===== src/fpu_fmt_pkg.sv =====
package fpu_fmt_pkg;

  //////////////////////////////
  // single precision fields
  //////////////////////////////
  localparam int EXP_W   = 8;   // biased exponent
  localparam int FRAC_W  = 23;  // stored fraction, hidden bit dropped

  // internal widths of the normalize/round path
  localparam int EXP10_W   = 10;  // overflow headroom plus sign
  localparam int FRACT28_W = 28;  // {carry, hidden, fract23, round, sticky x2}
  localparam int SHIFT_W   = 5;   // align shift amount

  localparam int unsigned EXP_MAX_NORMAL = 254;  // 255 is inf/nan

  //////////////////////////////
  // special result bodies
  //////////////////////////////
  // exponent and fraction only, sign is added by the packer
  localparam logic [EXP_W+FRAC_W-1:0] INF_BODY  = {{EXP_W{1'b1}}, {FRAC_W{1'b0}}};
  localparam logic [EXP_W+FRAC_W-1:0] QNAN_BODY = {{EXP_W{1'b1}}, 1'b1, {(FRAC_W-1){1'b0}}};
  localparam logic [EXP_W+FRAC_W-1:0] SNAN_BODY = {{EXP_W{1'b1}}, 1'b0, {(FRAC_W-1){1'b1}}};

  // result word, seen as raw bits or as ieee fields
  typedef union packed {
    logic [EXP_W+FRAC_W:0] raw;
    struct packed {
      logic              sign;
      logic [EXP_W-1:0]  exp;
      logic [FRAC_W-1:0] frac;
    } f;
  } sp_word_u;

endpackage


===== src/fpu_ctrl_pkg.sv =====
package fpu_ctrl_pkg;

  // rounding modes, fpcsr encoding
  typedef enum logic [1:0] {
    RM_NEAREST = 2'd0,  // ties to even
    RM_TO_ZERO = 2'd1,  // truncate
    RM_TO_INFP = 2'd2,  // toward +inf
    RM_TO_INFM = 2'd3   // toward -inf
  } rmode_e;

  //////////////////////////////
  // exception flag word
  //////////////////////////////
  localparam int FPCSR_W = 9;

  localparam int FPCSR_OVF = 0;  // overflow
  localparam int FPCSR_UNF = 1;  // underflow
  localparam int FPCSR_SNF = 2;  // signaling nan
  localparam int FPCSR_QNF = 3;  // quiet nan
  localparam int FPCSR_ZF  = 4;  // zero
  localparam int FPCSR_IXF = 5;  // inexact
  localparam int FPCSR_IVF = 6;  // invalid
  localparam int FPCSR_INF = 7;  // infinity
  localparam int FPCSR_DZF = 8;  // divide by zero

endpackage


===== src/fpu_align.sv =====
module fpu_align (
  input  logic                             clk,
  input  logic                             rst,
  input  logic                             flush_i,  // drop pipe contents
  input  logic                             adv_i,    // advance pipe
  input  fpu_ctrl_pkg::rmode_e             rmode_i,
  // add/sub source
  input  logic                             add_rdy_i,
  input  logic                             add_sign_i,
  input  logic                             add_sub_0_i,  // exact zero from subtraction
  input  logic [fpu_fmt_pkg::SHIFT_W-1:0]  add_shl_i,
  input  logic [fpu_fmt_pkg::EXP10_W-1:0]  add_exp10shl_i,
  input  logic [fpu_fmt_pkg::EXP10_W-1:0]  add_exp10sh0_i,
  input  logic [fpu_fmt_pkg::FRACT28_W-1:0] add_fract28_i,
  input  logic                             add_inv_i,
  input  logic                             add_inf_i,
  input  logic                             add_snan_i,
  input  logic                             add_qnan_i,
  input  logic                             add_anan_sign_i,
  // mul/div source
  input  logic                             mul_rdy_i,
  input  logic                             mul_sign_i,
  input  logic [fpu_fmt_pkg::SHIFT_W-1:0]  mul_shr_i,
  input  logic [fpu_fmt_pkg::EXP10_W-1:0]  mul_exp10shr_i,
  input  logic                             mul_shl_i,  // at most one step left
  input  logic [fpu_fmt_pkg::EXP10_W-1:0]  mul_exp10shl_i,
  input  logic [fpu_fmt_pkg::EXP10_W-1:0]  mul_exp10sh0_i,
  input  logic [fpu_fmt_pkg::FRACT28_W-1:0] mul_fract28_i,
  input  logic                             mul_inv_i,
  input  logic                             mul_inf_i,
  input  logic                             mul_snan_i,
  input  logic                             mul_qnan_i,
  input  logic                             mul_anan_sign_i,
  // divider side-band
  input  logic                             div_op_i,
  input  logic                             div_sign_rmnd_i,
  input  logic                             div_dbz_i,
  // stage one register
  output logic                             s1_sign_o,
  output logic [fpu_fmt_pkg::EXP10_W-1:0]  s1_exp10_o,
  output logic [fpu_fmt_pkg::FRAC_W:0]     s1_fract24_o,
  output logic [1:0]                       s1_rs_o,  // {round, sticky}
  output logic                             s1_ready_o,
  output logic                             s1_inv_o,
  output logic                             s1_inf_o,
  output logic                             s1_snan_o,
  output logic                             s1_qnan_o,
  output logic                             s1_anan_sign_o,
  output logic                             s1_div_op_o,
  output logic                             s1_div_sign_rmnd_o,
  output logic                             s1_div_dbz_o
);
  import fpu_fmt_pkg::*;
  import fpu_ctrl_pkg::*;

  logic                 add_sign;
  logic                 t_sign, t_inv, t_inf, t_snan, t_qnan, t_anan_sign;
  logic [FRACT28_W-1:0] t_fract28, t_fract_sh, t_out_mask;
  logic                 t_carry, t_sticky;
  logic [SHIFT_W-1:0]   t_shr_req, t_shr, t_shl;
  logic [EXP10_W-1:0]   t_exp_shl, t_exp_sh0, t_exp10;

  // +0 from x-x unless rounding toward -inf
  assign add_sign = add_sub_0_i ? (rmode_i == RM_TO_INFM) : add_sign_i;

  //////////////////////////////
  // source select
  //////////////////////////////
  assign {t_sign, t_inv, t_inf, t_snan, t_qnan, t_anan_sign} = mul_rdy_i ?
    {mul_sign_i, mul_inv_i, mul_inf_i, mul_snan_i, mul_qnan_i, mul_anan_sign_i} :
    {add_sign, add_inv_i, add_inf_i, add_snan_i, add_qnan_i, add_anan_sign_i};

  assign t_fract28 = mul_rdy_i ? mul_fract28_i : add_fract28_i;
  assign t_carry   = t_fract28[FRACT28_W-1];  // add/mul overflowed by one bit
  assign t_shr_req = mul_rdy_i ? mul_shr_i : '0;  // add/sub never shifts right
  assign t_shl     = mul_rdy_i ? SHIFT_W'(mul_shl_i) : add_shl_i;
  assign t_exp_shl = mul_rdy_i ? mul_exp10shl_i : add_exp10shl_i;
  assign t_exp_sh0 = mul_rdy_i ? mul_exp10sh0_i : add_exp10sh0_i;

  //////////////////////////////
  // align shift and sticky
  //////////////////////////////
  // requested right shift beats carry, any right shift beats left
  assign t_shr = (|t_shr_req) ? t_shr_req : SHIFT_W'(t_carry);

  assign t_fract_sh = (|t_shr) ? (t_fract28 >> t_shr) : (t_fract28 << t_shl);

  // bits dropped off the bottom on a right shift
  assign t_out_mask = (|t_shr) ? ((FRACT28_W'(1) << t_shr) - 1'b1) : '0;
  assign t_sticky   = (|t_fract_sh[1:0]) | (|(t_fract28 & t_out_mask));

  assign t_exp10 = (|t_shr_req)   ? mul_exp10shr_i :
                   (t_shl == '0)  ? (t_exp_sh0 + EXP10_W'(t_carry)) :
                                    t_exp_shl;

  // payload, no reset
  always_ff @(posedge clk) begin
    if (adv_i) begin
      s1_sign_o    <= t_sign;
      s1_exp10_o   <= t_exp10;
      s1_fract24_o <= t_fract_sh[FRACT28_W-2:3];  // hidden bit down to lsb
      s1_rs_o      <= {t_fract_sh[2], t_sticky};
      s1_inv_o       <= t_inv;
      s1_inf_o       <= t_inf;
      s1_snan_o      <= t_snan;
      s1_qnan_o      <= t_qnan;
      s1_anan_sign_o <= t_anan_sign;
      // quotient specials only valid with a mul/div source
      s1_div_op_o        <= mul_rdy_i & div_op_i;
      s1_div_sign_rmnd_o <= div_sign_rmnd_i;
      s1_div_dbz_o       <= div_dbz_i;
    end
  end

  always_ff @(posedge clk or posedge rst) begin
    if (rst) begin
      s1_ready_o <= 1'b0;
    end else if (flush_i) begin
      s1_ready_o <= 1'b0;
    end else if (adv_i) begin
      s1_ready_o <= add_rdy_i | mul_rdy_i;
    end
  end

  // upstream units share this stage, never both at once
  a_one_source : assert property (@(posedge clk) disable iff (rst)
    !(add_rdy_i && mul_rdy_i))
    else $error("add and mul sources ready together");

endmodule


===== src/fpu_round.sv =====
module fpu_round (
  input  fpu_ctrl_pkg::rmode_e            rmode_i,
  input  logic                            s1_sign_i,
  input  logic [fpu_fmt_pkg::EXP10_W-1:0] s1_exp10_i,
  input  logic [fpu_fmt_pkg::FRAC_W:0]    s1_fract24_i,
  input  logic [1:0]                      s1_rs_i,
  input  logic                            s1_div_op_i,
  input  logic                            s1_div_sign_rmnd_i,  // remainder sign
  output logic [fpu_fmt_pkg::EXP10_W-1:0] rnd_exp10_o,
  output logic [fpu_fmt_pkg::FRAC_W:0]    rnd_fract24_o,
  output logic                            rnd_lost_o
);
  import fpu_fmt_pkg::*;
  import fpu_ctrl_pkg::*;

  logic              g, r, s;
  logic              nearest, away, toward;
  logic              rnd_up, div_up, div_dn, n_qtnt, set_up, set_dn;
  logic [FRAC_W+1:0] rnd_v, fract25;
  logic              carry;

  assign g = s1_fract24_i[0];  // guard, lsb kept
  assign r = s1_rs_i[1];
  assign s = s1_rs_i[0];
  assign rnd_lost_o = r | s;

  assign nearest = (rmode_i == RM_NEAREST);
  // directed modes, relative to the magnitude
  assign away   = ((rmode_i == RM_TO_INFP) & ~s1_sign_i) | ((rmode_i == RM_TO_INFM) & s1_sign_i);
  assign toward = ((rmode_i == RM_TO_INFP) & s1_sign_i) | ((rmode_i == RM_TO_INFM) & ~s1_sign_i);

  //////////////////////////////
  // round direction
  //////////////////////////////
  assign rnd_up = (nearest & r & s) |
                  (nearest & g & r & ~s) |  // tie, go even
                  (away & rnd_lost_o);

  // quotient with remainder sign: true value sits below/above the r,s bits
  assign div_up = (nearest & r & s & ~s1_div_sign_rmnd_i) |
                  (away & ((r & s) | (~r & s & ~s1_div_sign_rmnd_i)));
  assign div_dn = ~r & s & s1_div_sign_rmnd_i & ((rmode_i == RM_TO_ZERO) | toward);

  assign n_qtnt = s1_div_op_i & s1_fract24_i[FRAC_W];  // normalized quotient only
  assign set_up = n_qtnt ? div_up : rnd_up;
  assign set_dn = n_qtnt & div_dn;

  assign rnd_v = set_up ? (FRAC_W+2)'(1) :
                 set_dn ? '1 :  // minus one
                          '0;

  assign fract25 = {1'b0, s1_fract24_i} + rnd_v;

  // rounding carry, renormalize one step
  assign carry         = fract25[FRAC_W+1];
  assign rnd_exp10_o   = s1_exp10_i + EXP10_W'(carry);
  assign rnd_fract24_o = carry ? fract25[FRAC_W+1:1] : fract25[FRAC_W:0];

endmodule


===== src/fpu_result_pack.sv =====
module fpu_result_pack (
  input  logic                            clk,
  input  logic                            rst,
  input  logic                            flush_i,
  input  logic                            adv_i,
  // stage one
  input  logic                            s1_sign_i,
  input  logic                            s1_ready_i,
  input  logic                            s1_inv_i,
  input  logic                            s1_inf_i,
  input  logic                            s1_snan_i,
  input  logic                            s1_qnan_i,
  input  logic                            s1_anan_sign_i,
  input  logic                            s1_div_dbz_i,
  // rounder
  input  logic [fpu_fmt_pkg::EXP10_W-1:0] rnd_exp10_i,
  input  logic [fpu_fmt_pkg::FRAC_W:0]    rnd_fract24_i,
  input  logic                            rnd_lost_i,
  // comparator
  input  logic                            cmp_rdy_i,
  input  logic                            cmp_res_i,
  input  logic                            cmp_inv_i,
  input  logic                            cmp_inf_i,
  // outputs
  output logic [31:0]                     fpu_result_o,
  output logic                            fpu_arith_valid_o,
  output logic                            fpu_cmp_flag_o,
  output logic                            fpu_cmp_valid_o,
  output logic [fpu_ctrl_pkg::FPCSR_W-1:0] fpcsr_o
);
  import fpu_fmt_pkg::*;
  import fpu_ctrl_pkg::*;

  sp_word_u           res;
  logic               f_ovf, f_unf, f_zf, f_ixf, f_inf;
  logic [FPCSR_W-1:0] arith_flags, flags;

  //////////////////////////////
  // special case select
  //////////////////////////////
  always_comb begin
    res.f.sign = s1_sign_i;
    res.f.exp  = rnd_exp10_i[EXP_W-1:0];
    res.f.frac = rnd_fract24_i[FRAC_W-1:0];
    f_ovf = 1'b0;
    f_unf = 1'b0;
    f_zf  = 1'b0;
    f_ixf = rnd_lost_i;
    f_inf = 1'b0;
    if (s1_snan_i | s1_qnan_i) begin           // nan in, quiet nan out
      res.f.sign = s1_anan_sign_i;
      {res.f.exp, res.f.frac} = QNAN_BODY;
      f_ixf = 1'b0;
    end else if (s1_inv_i) begin
      {res.f.exp, res.f.frac} = SNAN_BODY;
      f_ixf = 1'b0;
    end else if ((rnd_exp10_i > EXP10_W'(EXP_MAX_NORMAL)) | s1_inf_i | s1_div_dbz_i) begin
      {res.f.exp, res.f.frac} = INF_BODY;
      f_ovf = ~s1_inf_i & ~s1_div_dbz_i;           // real overflow only
      f_ixf = (rnd_lost_i | ~s1_inf_i) & ~s1_div_dbz_i;
      f_inf = 1'b1;
    end else if (!rnd_fract24_i[FRAC_W]) begin    // denormal or zero
      res.f.exp = '0;
      f_unf = rnd_lost_i;
      f_zf  = ~(|rnd_fract24_i);
    end
  end

  // flag word, arithmetic part
  always_comb begin
    arith_flags = '0;
    arith_flags[FPCSR_OVF] = f_ovf;
    arith_flags[FPCSR_UNF] = f_unf;
    arith_flags[FPCSR_SNF] = s1_inv_i;
    arith_flags[FPCSR_QNF] = s1_qnan_i;
    arith_flags[FPCSR_ZF]  = f_zf;
    arith_flags[FPCSR_IXF] = f_ixf;
    arith_flags[FPCSR_IVF] = s1_inv_i | s1_snan_i;
    arith_flags[FPCSR_INF] = f_inf;
    arith_flags[FPCSR_DZF] = s1_div_dbz_i;
    flags = arith_flags & {FPCSR_W{s1_ready_i}};  // idle stage adds nothing
    flags[FPCSR_IVF] = flags[FPCSR_IVF] | (cmp_inv_i & cmp_rdy_i);
    flags[FPCSR_INF] = flags[FPCSR_INF] | (cmp_inf_i & cmp_rdy_i);
  end

  //////////////////////////////
  // output register
  //////////////////////////////
  always_ff @(posedge clk or posedge rst) begin
    if (rst) begin
      fpu_result_o      <= '0;
      fpu_arith_valid_o <= 1'b0;
      fpu_cmp_flag_o    <= 1'b0;
      fpu_cmp_valid_o   <= 1'b0;
      fpcsr_o           <= '0;
    end else if (flush_i) begin
      fpu_result_o      <= '0;
      fpu_arith_valid_o <= 1'b0;
      fpu_cmp_flag_o    <= 1'b0;
      fpu_cmp_valid_o   <= 1'b0;
      fpcsr_o           <= '0;
    end else if (adv_i) begin
      fpu_result_o      <= res.raw;
      fpu_arith_valid_o <= s1_ready_i;
      fpu_cmp_flag_o    <= cmp_res_i;   // comparator skips stage one
      fpu_cmp_valid_o   <= cmp_rdy_i;
      fpcsr_o           <= flags;
    end
  end

  // stage one is cleared as well, so the next load after a clear is idle too
  a_no_valid_after_clear : assert property (@(posedge clk)
    ($past(rst) || $past(flush_i)) |=> !fpu_arith_valid_o)
    else $error("arith valid set right after reset/flush");

endmodule


===== src/fpu_rnd_top.sv =====
module fpu_rnd_top (
  input  logic                             clk,
  input  logic                             rst,
  input  logic                             flush_i,
  input  logic                             adv_i,
  input  fpu_ctrl_pkg::rmode_e             rmode_i,
  // add/sub
  input  logic                             add_rdy_i,
  input  logic                             add_sign_i,
  input  logic                             add_sub_0_i,
  input  logic [fpu_fmt_pkg::SHIFT_W-1:0]  add_shl_i,
  input  logic [fpu_fmt_pkg::EXP10_W-1:0]  add_exp10shl_i,
  input  logic [fpu_fmt_pkg::EXP10_W-1:0]  add_exp10sh0_i,
  input  logic [fpu_fmt_pkg::FRACT28_W-1:0] add_fract28_i,
  input  logic                             add_inv_i,
  input  logic                             add_inf_i,
  input  logic                             add_snan_i,
  input  logic                             add_qnan_i,
  input  logic                             add_anan_sign_i,
  // mul/div
  input  logic                             mul_rdy_i,
  input  logic                             mul_sign_i,
  input  logic [fpu_fmt_pkg::SHIFT_W-1:0]  mul_shr_i,
  input  logic [fpu_fmt_pkg::EXP10_W-1:0]  mul_exp10shr_i,
  input  logic                             mul_shl_i,
  input  logic [fpu_fmt_pkg::EXP10_W-1:0]  mul_exp10shl_i,
  input  logic [fpu_fmt_pkg::EXP10_W-1:0]  mul_exp10sh0_i,
  input  logic [fpu_fmt_pkg::FRACT28_W-1:0] mul_fract28_i,
  input  logic                             mul_inv_i,
  input  logic                             mul_inf_i,
  input  logic                             mul_snan_i,
  input  logic                             mul_qnan_i,
  input  logic                             mul_anan_sign_i,
  input  logic                             div_op_i,
  input  logic                             div_sign_rmnd_i,
  input  logic                             div_dbz_i,
  // comparator
  input  logic                             cmp_rdy_i,
  input  logic                             cmp_res_i,
  input  logic                             cmp_inv_i,
  input  logic                             cmp_inf_i,
  // results
  output logic [31:0]                      fpu_result_o,
  output logic                             fpu_arith_valid_o,
  output logic                             fpu_cmp_flag_o,
  output logic                             fpu_cmp_valid_o,
  output logic [fpu_ctrl_pkg::FPCSR_W-1:0] fpcsr_o
);
  import fpu_fmt_pkg::*;

  // stage one register
  logic               s1_sign, s1_ready, s1_inv, s1_inf, s1_snan, s1_qnan, s1_anan_sign;
  logic               s1_div_op, s1_div_sign_rmnd, s1_div_dbz;
  logic [EXP10_W-1:0] s1_exp10;
  logic [FRAC_W:0]    s1_fract24;
  logic [1:0]         s1_rs;
  // rounder out, same cycle
  logic [EXP10_W-1:0] rnd_exp10;
  logic [FRAC_W:0]    rnd_fract24;
  logic               rnd_lost;

  fpu_align fpu_align_i (
    .clk, .rst, .flush_i, .adv_i, .rmode_i,
    .add_rdy_i, .add_sign_i, .add_sub_0_i, .add_shl_i, .add_exp10shl_i, .add_exp10sh0_i,
    .add_fract28_i, .add_inv_i, .add_inf_i, .add_snan_i, .add_qnan_i, .add_anan_sign_i,
    .mul_rdy_i, .mul_sign_i, .mul_shr_i, .mul_exp10shr_i, .mul_shl_i, .mul_exp10shl_i,
    .mul_exp10sh0_i, .mul_fract28_i, .mul_inv_i, .mul_inf_i, .mul_snan_i, .mul_qnan_i,
    .mul_anan_sign_i, .div_op_i, .div_sign_rmnd_i, .div_dbz_i,
    .s1_sign_o (s1_sign),     .s1_exp10_o (s1_exp10),  .s1_fract24_o (s1_fract24),
    .s1_rs_o   (s1_rs),       .s1_ready_o (s1_ready),  .s1_inv_o     (s1_inv),
    .s1_inf_o  (s1_inf),      .s1_snan_o  (s1_snan),   .s1_qnan_o    (s1_qnan),
    .s1_anan_sign_o (s1_anan_sign), .s1_div_op_o (s1_div_op),
    .s1_div_sign_rmnd_o (s1_div_sign_rmnd), .s1_div_dbz_o (s1_div_dbz)
  );

  fpu_round fpu_round_i (
    .rmode_i, .s1_sign_i (s1_sign), .s1_exp10_i (s1_exp10), .s1_fract24_i (s1_fract24),
    .s1_rs_i (s1_rs), .s1_div_op_i (s1_div_op), .s1_div_sign_rmnd_i (s1_div_sign_rmnd),
    .rnd_exp10_o (rnd_exp10), .rnd_fract24_o (rnd_fract24), .rnd_lost_o (rnd_lost)
  );

  fpu_result_pack fpu_result_pack_i (
    .clk, .rst, .flush_i, .adv_i,
    .s1_sign_i (s1_sign), .s1_ready_i (s1_ready), .s1_inv_i (s1_inv), .s1_inf_i (s1_inf),
    .s1_snan_i (s1_snan), .s1_qnan_i (s1_qnan), .s1_anan_sign_i (s1_anan_sign),
    .s1_div_dbz_i (s1_div_dbz),
    .rnd_exp10_i (rnd_exp10), .rnd_fract24_i (rnd_fract24), .rnd_lost_i (rnd_lost),
    .cmp_rdy_i, .cmp_res_i, .cmp_inv_i, .cmp_inf_i,
    .fpu_result_o, .fpu_arith_valid_o, .fpu_cmp_flag_o, .fpu_cmp_valid_o, .fpcsr_o
  );

endmodule


===== config.mk =====
export PLATFORM = sky130hd
export DESIGN_NAME = fpu_rnd_top
export DESIGN_NICKNAME = d
export VERILOG_FILES = /design/src/fpu_fmt_pkg.sv /design/src/fpu_ctrl_pkg.sv /design/src/fpu_align.sv /design/src/fpu_round.sv /design/src/fpu_result_pack.sv /design/src/fpu_rnd_top.sv
export SDC_FILE = /design/constraint.sdc
export NUM_CORES = 1
export LEC_CHECK = 0
export BUFFER_PORTS_ARGS = -buffer_cell sky130_fd_sc_hd__buf_2
export CAP_MARGIN = 0
export CORE_MARGIN = 5
export CORE_UTILIZATION = 50
export DETAILED_ROUTE_END_ITERATION = 7
export PLACE_DENSITY_LB_ADDON = 0.3
export SYNTH_ARGS = -nofsm -noshare
export SYNTH_HDL_FRONTEND = slang
export SYNTH_HIERARCHICAL = 1
export SYNTH_SLANG_ARGS = --single-unit

===== constraint.sdc =====
create_clock -name clk -period 5.6 [get_ports clk]
set_input_delay 1.12 -clock clk [delete_from_list [all_inputs] [get_ports clk]]
set_output_delay 1.12 -clock clk [all_outputs]
set_load 0.01 [all_outputs]

==> summary.md, run 1 <==
| Metric | Value |
|---|---|
| Clock Tree Buf Depth | 2 |
| Pins Over Slew Limit | 0 |
| Register Area | 2480 um^2 |
| Clock skew | 7.02 ps |
| DP HPWL | 25.6 mm |
| DIE AREA | 23100 um^2 |
| Final setup violation count | 0 |
| Net count after synthesis | 1381 |
| Fin. Hold Viols | 0 |
| Routed WL | 32.4 mm |
| CP Data Required Time | 5810 ps |
| Final Cell Area | 11600 um^2 |
| Global route hottest layer | met2 |
| Drt pass-1 iters | 6 |
| Initial Util | 50.3% |
| Async set-reset flop share out of synthesis | 50.0% |
| Number of remaining DRC errors | 0 |
| Max-slew headroom | 18.6% |
| Top FF cell, synth | edfxtp_1 |
| Num CTS Buffers | 9 |
| Max Fclk | 0.189 GHz |
| CP Class | in2reg |
| DR vias/cell | 6.24 |
| Avg WL per Cell | 19.9 um |
| Mean Syn Cell Area | 8.37 um^2 |
| Clk_lat worst skew | 330 ps |
| Dpl cell area | 11200 um^2 |
| Nets | 1528 |
| Final non-filler cell total | 1630 |
| Hold_ws | 502 ps |
| Power per cell area | 200 nW/um^2 |
| Final GP Congestion | 0.967 |
| Total GRT Usage | 26.6% |
| Layout cells sized above 1 | 26.2% |
| Yosys cell types | 88 |
| Final min period | 5290 ps |
| Largest net degree at the start of global routing | 74 |
| Dpl cells | 1610 |
| Core box area | 20000 um^2 |
| Crit end category | flip-flop |
| Dpl ws | -300 ps |
| Number of port buffers | 188 |
| Die H | 152 um |
| First-pass GRT wire length | 51.0 mm |
| Tcrit/Tclk final | 94.4% |
| Syn Std Cell Area | 10100 um^2 |
| Seq cells post-synth | 90 |
| Worst-case reg-to-reg path depth | 26 |
| Status | complete, no violations |
| LEAKAGE | 5.17 nW |
| Multi-input combinational cell area | 7100 um^2 |
| MaxCap Viol Count | 0 |
| Register area share after synthesis | 24.6% |
| Most common cell after layout, fill and taps aside | buf_2 |
| Initial DRC count | 961 |
| Initial antenna violation count | 2 |
| Cells after synthesis | 1206 |
| GRT met2 Usage | 43.3% |
| Crit path DAT | 5500 ps |
| Yosys warnings | 6 |
| ANT nets after route | 0 |
| Peak supply drop | 0.000140 V |
| Post-synth EDFFs | 45 |
| Design Power | 2.32 mW |
| CTS tree | yes |
| DR vias | 10200 |
| CP Max Fanout | 11 |
| Vias in the first global route | 9730 |
| Clock sink count | 90 |
| Number of H-tree levels | 3 |
| Commonest non-fill, non-tap cells in the layout | buf_2, nor2_1, mux2i_1 |
| Worst slew pin tran | 1210 ps |
| FP Rows | 52 |
| RSZ-0062 raised after global routing | false |
| CTS clk-pin slew, worst paths | 60 ps |
| I/O Pins | 189 |
| Critical Path Start Type | input pin |
| Cell depth of the worst hold path | 1 |
| GRT met1 Usage | 35.0% |
| M3 GR Usage | 3.61% |
| Area Growth Syn to Fin | 14.7% |
| Fillers | 1862 |
| Grt total ovfl | 0 |
| Die X | 152 um |
| Hold Crit Class | reg2reg |
| Clock root buffer | clkbuf_16 |
| Final setup margin | 311 ps |
## cell usage after synthesis, types with 15 or more instances
library cell	number	area share, %
dfrtp_1	45	11
inv_1	29	1.1
a221o_2	17	1.9
edfxtp_1	45	13
nand3_1	42	2.1
buf_2	29	1.4
nor3_1	29	1.4
mux2i_1	111	11
a211oi_1	22	1.6
a21oi_1	77	3.8
xor2_1	16	1.4
mux2_2	49	5.5
nand2_1	105	3.9
o211ai_1	15	1.1
a31oi_1	19	1.2
ha_1	29	3.6
o21ai_0	71	3.5
clkbuf_1	40	1.5
xnor2_1	22	1.9
nor2_1	118	4.4
## area by class of cell
cell class	count	area share [%]
multi-input cells	998	61.4
flip-flops and latches	90	21.4
repair buffers	225	10.8
well taps	270	2.92
clock buffers	11	2.20
inverters	29	0.941
clock inverters	5	0.346
diodes	2	0.0433
## stage by stage
| stage | setup TNS (ps) | utilization [%] |
|---|---|---|
| 2_1_floorplan | 0 | - |
| 3_3_place_gp | -3300 | 55.9 |
| 3_5_place_dp | -6840 | 55.9 |
| 4_1_cts | 0 | 57.4 |
| 5_1_grt | 0 | 57.7 |
| 6_report | 0 | 57.7 |
## path summary, 6_finish.rpt
check	to	slack, ps	startpoint
worst max-delay path	fpu_result_pack_i/fpu_result_o[12]	310	rmode_i[0]
worst min-delay path	fpu_result_pack_i/fpcsr_o[0]	500	fpu_result_pack_i/fpcsr_o[0]
worst max register to register	fpu_result_pack_i/fpu_result_o[12]	710	fpu_align_i/s1_rs_o[1]
worst min register to register	fpu_result_pack_i/fpcsr_o[0]	500	fpu_result_pack_i/fpcsr_o[0]
max in group asynchronous	fpu_result_pack_i/fpu_result_o[20]	4320	rst
min in group asynchronous	fpu_align_i/s1_ready_o	620	rst
## state kept, by name, indices dropped and copies added, names as in the netlist, 2 cells and up
signal	flops
fpu_result_pack_i/fpu_result_o	32
fpu_align_i/s1_rs_o	2
fpu_align_i/s1_fract24_o	24
fpu_result_pack_i/fpcsr_o	9
fpu_align_i/s1_exp10_o	10
## power by group
part           internal (mW)  switching (mW)
Combinational          0.379           0.562
Clock                  0.332           0.246
Sequential             0.763          0.0335
## cells by family after synthesis
logic type | after synthesis | synth area share (%)
AO/OA/AOI/OAI | 356 | 24.4
flip-flops | 90 | 24.6
buffers and inverters | 119 | 5.64
XOR/XNOR | 38 | 3.30
adder cells (fa/ha/maj) | 30 | 3.80
AND/OR/NAND/NOR | 396 | 19.1
multiplexers | 177 | 19.2
## timing repair
item                                    CTS  global route
endpoints found under the setup margin    0            30
hold buffers                              0             0
resized for setup                         0             7
setup buffers                             0             1
## worst max-delay path, cell delays in order
cell,delay (ps)
buf_2,150
xnor2_2,150
nand2_1,90
nor2_1,40
a211oi_1,220
o21ai_1,80
a32o_1,210
ha_1,190
inv_1,80
fa_2,240
nor2b_4,50
o31a_1,290
o21ai_2,200
a211oi_2,120
o31ai_4,230
nand2_4,60
inv_1,110
ha_1,210
ha_1,180
buf_4,120
nand3_1,110
xnor2_2,170
nand4_1,190
o21ai_4,310
nor3_4,70
buf_12,160
a221o_2,320
## routing by layer
metal | share of wire [%] | vias to the layer above
met4 | 4.6 | 2
met1 | 42 | 4660
met2 | 46 | 563
met3 | 7.1 | 91
met5 | 0.022 | -
li1 | - | 4863
(Power assumes the default switching activity.)
==> inputs of run 2 (changes only) <==
- clock period: 5.6 -> 6.8 ns (I/O delays scaled with it)
==> run 2 against run 1 <==
Non-clock buffer count shrank 21; global-route usage shrank 0.60 points; flip-flop and latch count is the same; first-iteration DRC count shrank 1.6%; die area is the same; clock skew grew 1.9 ps; sequential share of layout area grew 0.38 points; critical path type unchanged.
==> summary.md, run 2 (same netlist as run 1, synthesis figures left out) <==
| Metric | Value |
|---|---|
| Status | complete, no violations |
| CP Class | in2reg |
| Clk_lat worst skew | 340 ps (about the same) |
| Final min period | 6360 ps |
| Register name with the most flops | fpu_result_pack_i/fpu_result_o |
| Tcrit/Tclk final | 93.5% |
| Die H | 152 um (unchanged) |
| Commonest non-fill, non-tap cells in the layout | buf_2, nor2_1, mux2i_1 |
| Worst slew pin tran | 1210 ps (-2.37 ps) |
| CP Data Required Time | 7070 ps (+1260 ps) |
| Peak supply drop | 0.000112 V (-20%) |
| Initial antenna violation count | 1 (-1) |
| CTS clk-pin slew, worst paths | 60 ps (about the same) |
| Die X | 152 um (unchanged) |
| First-pass GRT wire length | 50.3 mm (-1.4%) |
| Cell-by-cell trace of the critical path | buf_2, nand2_1, xnor2_1, nand3_1, clkinvlp_4, buf_4, ha_1, a21oi_1, nor2_1, o21ai_0, o21ai_0, o31ai_4, nand2_4, inv_1, ha_1, nand2_1, nor2_1, nand3_1, xnor2_1, nor4_4, o21ai_2, nor3_4, a221o_2 |
| Design Power | 1.93 mW (-17%) |
| Layout cells sized above 1 | 24.9% (-1.4 points) |
| Crit path DAT | 6620 ps (+1120 ps) |
| DP HPWL | 25.1 mm (-2.1%) |
| Max Fclk | 0.157 GHz |
| Final GP Congestion | 1.00 (+3.8%) |
| Clock sink count | 90 (unchanged) |
| ANT nets after route | 0 (unchanged) |
| Drt pass-1 iters | 6 (unchanged) |
| CTS tree | yes |
| Final setup violation count | 0 (unchanged) |
| Fin Setup TNS | 0 ps (unchanged) |
| Core box area | 20000 um^2 (unchanged) |
| Nets | 1506 (-1.4%) |
| Clock root buffer | clkbuf_16 |
| Number of flip-flops under the largest register name | 32 (unchanged) |
| FP Rows | 52 (unchanged) |
| MaxCap Viol Count | 0 (unchanged) |
| Final Cell Area | 11400 um^2 (-1.8%) |
| DR vias | 10100 (-0.97%) |
| Fin. Hold Viols | 0 (unchanged) |
| Vias in the first global route | 9542 (-1.9%) |
| Area Growth Syn to Fin | 12.7% |
| Slowest CP cell | nor3_4 |
| Avg WL per Cell | 19.9 um (-0.22%) |
| Hold Crit Class | reg2reg |
| Crit end category | flip-flop |
| Clock skew | 8.90 ps (+1.88 ps) |
| Grt total ovfl | 0 (unchanged) |
| Max-slew headroom | 18.8% (+0.16 points) |
| DIE AREA | 23100 um^2 (unchanged) |
| Num CTS Buffers | 9 (unchanged) |
| Hold_buf cts | 0 (unchanged) |
| Largest net degree at the start of global routing | 74 (unchanged) |
| Setup repair bufs after CTS | 0 (unchanged) |
| Number of remaining DRC errors | 0 (unchanged) |
| Number of H-tree levels | 3 (unchanged) |
| Pins Over Slew Limit | 0 (unchanged) |
| Most common cell after layout, fill and taps aside | buf_2 |
| Initial DRC count | 946 (-1.6%) |
| Number of port buffers | 188 (unchanged) |
| Dpl cell area | 11000 um^2 (-1.5%) |
| CP Max Fanout | 22 (+11) |
| CP max stage delay | 680 ps (+360 ps) |
| RSZ-0062 raised after global routing | false |
| Power per cell area | 170 nW/um^2 (-15%) |
| Initial Util | 50.3% (unchanged) |
| Clock Tree Buf Depth | 2 (unchanged) |
| Critical Path Start Type | input pin |
| DR vias/cell | 6.27 (+0.44%) |
| Largest regs | fpu_result_pack_i/fpu_result_o (32), fpu_align_i/s1_fract24_o (24), fpu_align_i/s1_exp10_o (10) |
| Routed WL | 31.9 mm (-1.6%) |
| Total GRT Usage | 26.0% (-0.60 points) |
| Core Util, Final | 56.7% (-1.0 points) |
| LEAKAGE | 5.05 nW (-2.4%) |
| Final non-filler cell total | 1607 (-1.4%) |
| Dpl cells | 1590 (-1.2%) |
| I/O Pins | 189 (unchanged) |
[run 2: routing by layer]
layer	track usage, %	wire length, um	share of wire, %	up-vias
met2	42.5	14800	46	544
met5	0	0	0	-
met4	9.63	1140	3.6	0
met3	3.67	2380	7.5	92
met1	35.0	13600	43	4621
li1	-	-	-	4823
[run 2: report_power, final]
group	internal (mW)	switching [mW]	total, mW
Sequential	0.628	0.0286	0.657
Combinational	0.301	0.460	0.761
Clock	0.302	0.209	0.511
[run 2: final timing paths]
kind / startpoint / to / slack [ps] / cells past startpoint
max in group asynchronous: rst / fpu_result_pack_i/fpu_result_o[19] / 5270 / 3
min reg2reg: fpu_result_pack_i/fpu_result_o[21] / fpu_result_pack_i/fpu_result_o[21] / 500 / 1
max reg2reg: fpu_align_i/s1_div_sign_rmnd_o / fpu_result_pack_i/fpu_result_o[5] / 1110 / 22
min: fpu_result_pack_i/fpu_result_o[21] / fpu_result_pack_i/fpu_result_o[21] / 500 / 1
max: rmode_i[1] / fpu_result_pack_i/fpu_result_o[5] / 440 / 23
min in group asynchronous: rst / fpu_align_i/s1_ready_o / 850 / 2
[run 2: what timing repair did]
action                                 in CTS  in global routing
endpoints found under the hold margin       0                  0
gates resized for setup                     0                  1
setup endpoints to repair                   0                 14
[run 2: stage by stage]
step / setup WS, ps / hold WS, ps
6_report: 444 / 505
5_1_grt: 1.38 / 517
4_1_cts: 459 / 503
3_5_place_dp: 151 / 489
3_3_place_gp: 317 / 483
2_1_floorplan: 1040 / 518
[run 2: final cells by class]
| class | count | area (um^2) |
|---|---|---|
| Clock buffer | 12 | 283 |
| Inverter | 29 | 113 |
| Tap cell | 270 | 338 |
| Multi-Input combinational cell | 997 | 7050 |
| Antenna cell | 1 | 2.50 |
| Fill cell | 1901 | 8670 |
| Clock inverter | 4 | 35.0 |
| Sequential cell | 90 | 2480 |
| Timing Repair Buffer | 204 | 1060 |
[run 2: critical path, delay by kind of cell]
family	cells	cell delay (ps)
buf+inv	4	1090
xor+xnor	2	310
simple gates	9	1850
fa+ha+maj	2	570
compound gates	6	1430
==> inputs of run 3 (changes only) <==
- CORE_UTILIZATION: 50 -> 30
==> run 3 against run 2 <==
Sequential share of layout area is 0.37 points lower; global-route usage is 8.0 points lower; clock power is 4% lower; maximum frequency is 3.8% higher; critical path depth is 3 higher; final area is 1.7% higher; hold slack worse by 14 ps; critical path type unchanged.
==> summary.md, run 3 (same netlist as run 1, synthesis figures left out) <==
| Metric | Value |
|---|---|
| Avg WL per Cell | 19.6 um (-1.3%) |
| Initial DRC count | 765 (-19%) |
| Clock sink count | 90 (unchanged) |
| Worst-case reg-to-reg path depth | 22 (unchanged) |
| Clk network pwr share | 25.5% (-1.0 points) |
| Crit end category | flip-flop |
| Cell depth of the worst hold path | 1 (unchanged) |
| Fin Setup TNS | 0 ps (unchanged) |
| Pins Over Slew Limit | 0 (unchanged) |
| Hold_buf cts | 0 (unchanged) |
| CP Data Required Time | 7070 ps (about the same) |
| Die X | 193 um (+27%) |
| Switching Power | 0.699 mW (+0.12%) |
| Core box area | 33400 um^2 (+66%) |
| Combinational group share of total power | 40.2% (+0.8 points) |
| Final Cell Area | 11600 um^2 (+1.7%) |
| Clock Tree Buf Depth | 2 (unchanged) |
| Number of port buffers | 188 (unchanged) |
| First-pass GRT wire length | 55.6 mm (+11%) |
| Number of H-tree levels | 3 (unchanged) |
| Clock root buffer | clkbuf_16 |
| Total GRT Usage | 18.0% (-8.0 points) |
| Initial antenna violation count | 0 (-1) |
| CTS clk-pin slew, worst paths | 60 ps (about the same) |
| LEAKAGE | 5.04 nW (-0.17%) |
| Final setup violation count | 0 (unchanged) |
| Max Fclk | 0.163 GHz (+3.8%) |
| I/O Pins | 189 (unchanged) |
| CP max stage delay | 670 ps (about the same) |
| Largest regs | fpu_result_pack_i/fpu_result_o (32), fpu_align_i/s1_fract24_o (24), fpu_align_i/s1_exp10_o (10) |
| Register-to-register setup slack | 1320 ps (+210 ps) |
| Drt pass-1 iters | 5 (-1) |
| Worst hold start | fpu_result_pack_i/fpcsr_o[0] |
| Register name with the most flops | fpu_result_pack_i/fpu_result_o |
| Int Power | 1.23 mW (-0.43%) |
| Hold Crit Endpoint | fpu_result_pack_i/fpcsr_o[0] |
| FF-to-FF End | fpu_result_pack_i/fpu_result_o[9] |
| CP Class | in2reg |
| Most common cell after layout, fill and taps aside | buf_2 |
| Final min period | 6120 ps (-234 ps) |
| Power per cell area | 166 nW/um^2 (-1.9%) |
| Reg2reg start | fpu_align_i/s1_rs_o[1] |
| Crit path DAT | 6400 ps (-220 ps) |
| CTS tree | yes |
| DR vias/cell | 5.57 (-11%) |
| Grt total ovfl | 0 (unchanged) |
| FP Rows | 67 (+29%) |
| Commonest non-fill, non-tap cells in the layout | buf_2, nor2_1, mux2i_1 |
| Max-slew headroom | 15.7% (-3.1 points) |
| CP Max Fanout | 22 (unchanged) |
| Clk_lat worst skew | 340 ps (about the same) |
| Post-CTS Resized | 0 (unchanged) |
| Number of remaining DRC errors | 0 (unchanged) |
| Hold Crit Class | reg2reg |
| DR vias | 9936 (-1.4%) |
| DP HPWL | 27.6 mm (+10%) |
| Design Power | 1.92 mW (-0.23%) |
| RSZ-0062 raised after global routing | false |
| Vias in the first global route | 9813 (+2.8%) |
| Area Growth Syn to Fin | 14.6% |
| Layout cells sized above 1 | 24.6% (-0.28 points) |
| Switch share | 36.3% (+0.13 points) |
| Number of flip-flops under the largest register name | 32 (unchanged) |
| Diode count | 0 (-1) |
| Routed WL | 35.0 mm (+9.6%) |
| Die H | 193 um (+27%) |
| Num CTS Buffers | 9 (unchanged) |
| MaxCap Viol Count | 0 (unchanged) |
| Largest net degree at the start of global routing | 75 (+1.4%) |
| Dpl cell area | 11300 um^2 (+2.1%) |
| Final setup margin | 678 ps (+234 ps) |
| Share of total power in sequential cells | 34.2% (about the same) |
| Nets | 1505 (-0.066%) |
| Slowest CP cell | nor3_4 |
| ANT nets after route | 0 (unchanged) |
| Peak supply drop | 0.0000882 V (-21%) |
| Final GP Congestion | 0.955 (-4.8%) |
| Status | complete, no violations |
| Setup repair bufs after CTS | 0 (unchanged) |
| Fin. Hold Viols | 0 (unchanged) |
| Dpl ws | 280 ps (+129 ps) |
| Critical Path Start Type | input pin |
| DIE AREA | 37400 um^2 (+62%) |
| Initial Util | 30.2% (-20 points) |
| Clock skew | 4.21 ps (-4.69 ps) |
| Tcrit/Tclk final | 90.0% (-3.4 points) |
| Worst slew pin tran | 1260 ps (+45.8 ps) |
==> run 3: cell count changes in the layout (fill, tap and decap cells not counted), moves of 2 or more <==
cell,before,now
clkbuf_16,11,9
clkbuf_1,0,2
clkinv_2,0,2
buf_4,17,15
==> run 3: layout make-up <==
cell class / count / area [um^2]
fillers: 3533 / 21800
multi-input cells: 997 / 7050
flip-flops and latches: 90 / 2480
repair buffers: 203 / 1070
well taps: 448 / 561
clock buffers: 12 / 246
inverters: 29 / 109
clock inverters: 4 / 48.8
==> run 3: how the worst max path moves through the flow <==
stage | start | endpoint | slack, ps | cells after the start
2_1_floorplan | rmode_i[0] | fpu_result_pack_i/fpu_result_o[2] | 1040 | 22
3_3_place_gp | rmode_i[0] | fpu_result_pack_i/fpu_result_o[9] | 370 | 26
3_5_place_dp | rmode_i[0] | fpu_result_pack_i/fpu_result_o[9] | 280 | 26
4_1_cts | rmode_i[0] | fpu_result_pack_i/fpu_result_o[9] | 630 | 26
5_1_grt | rmode_i[0] | fpu_result_pack_i/fpu_result_o[3] | 210 | 26
6_report | rmode_i[0] | fpu_result_pack_i/fpu_result_o[9] | 680 | 26
==> run 3: power by group through the flow <==
stage                     Sequential, mW  Combinational [mW]  Clock, mW
after floorplan                    0.663               0.527          0
after global placement             0.670               0.758          0
after detailed placement           0.670               0.760          0
after CTS                          0.659               0.764      0.504
after global routing               0.664               0.845      0.526
final                              0.659               0.774      0.491
==> run 3: worst max-delay path: cells and delay by family <==
| family | cells | cell delay, ps |
|---|---|---|
| xor+xnor | 2 | 320 |
| compound gates | 9 | 1960 |
| fa+ha+maj | 3 | 710 |
| simple gates | 9 | 1610 |
| buf+inv | 3 | 390 |
==> run 3: through the flow <==
stage	hold WS (ps)	std cells	util, %
4_1_cts	487	1783	34.7
3_3_place_gp	479	1767	33.8
3_5_place_dp	472	1767	33.8
5_1_grt	501	1783	34.7
2_1_floorplan	518	1206	-
6_report	491	1783	34.7
==> run 3: routing by layer <==
metal  wire (um)  GRT usage (%)  vias to the layer above
met5           0              0                        -
li1            -              -                     4804
met4        1200           7.13                        0
met2       15900           28.8                      443
met3        2120           2.05                       79
met1       15700           24.7                     4610
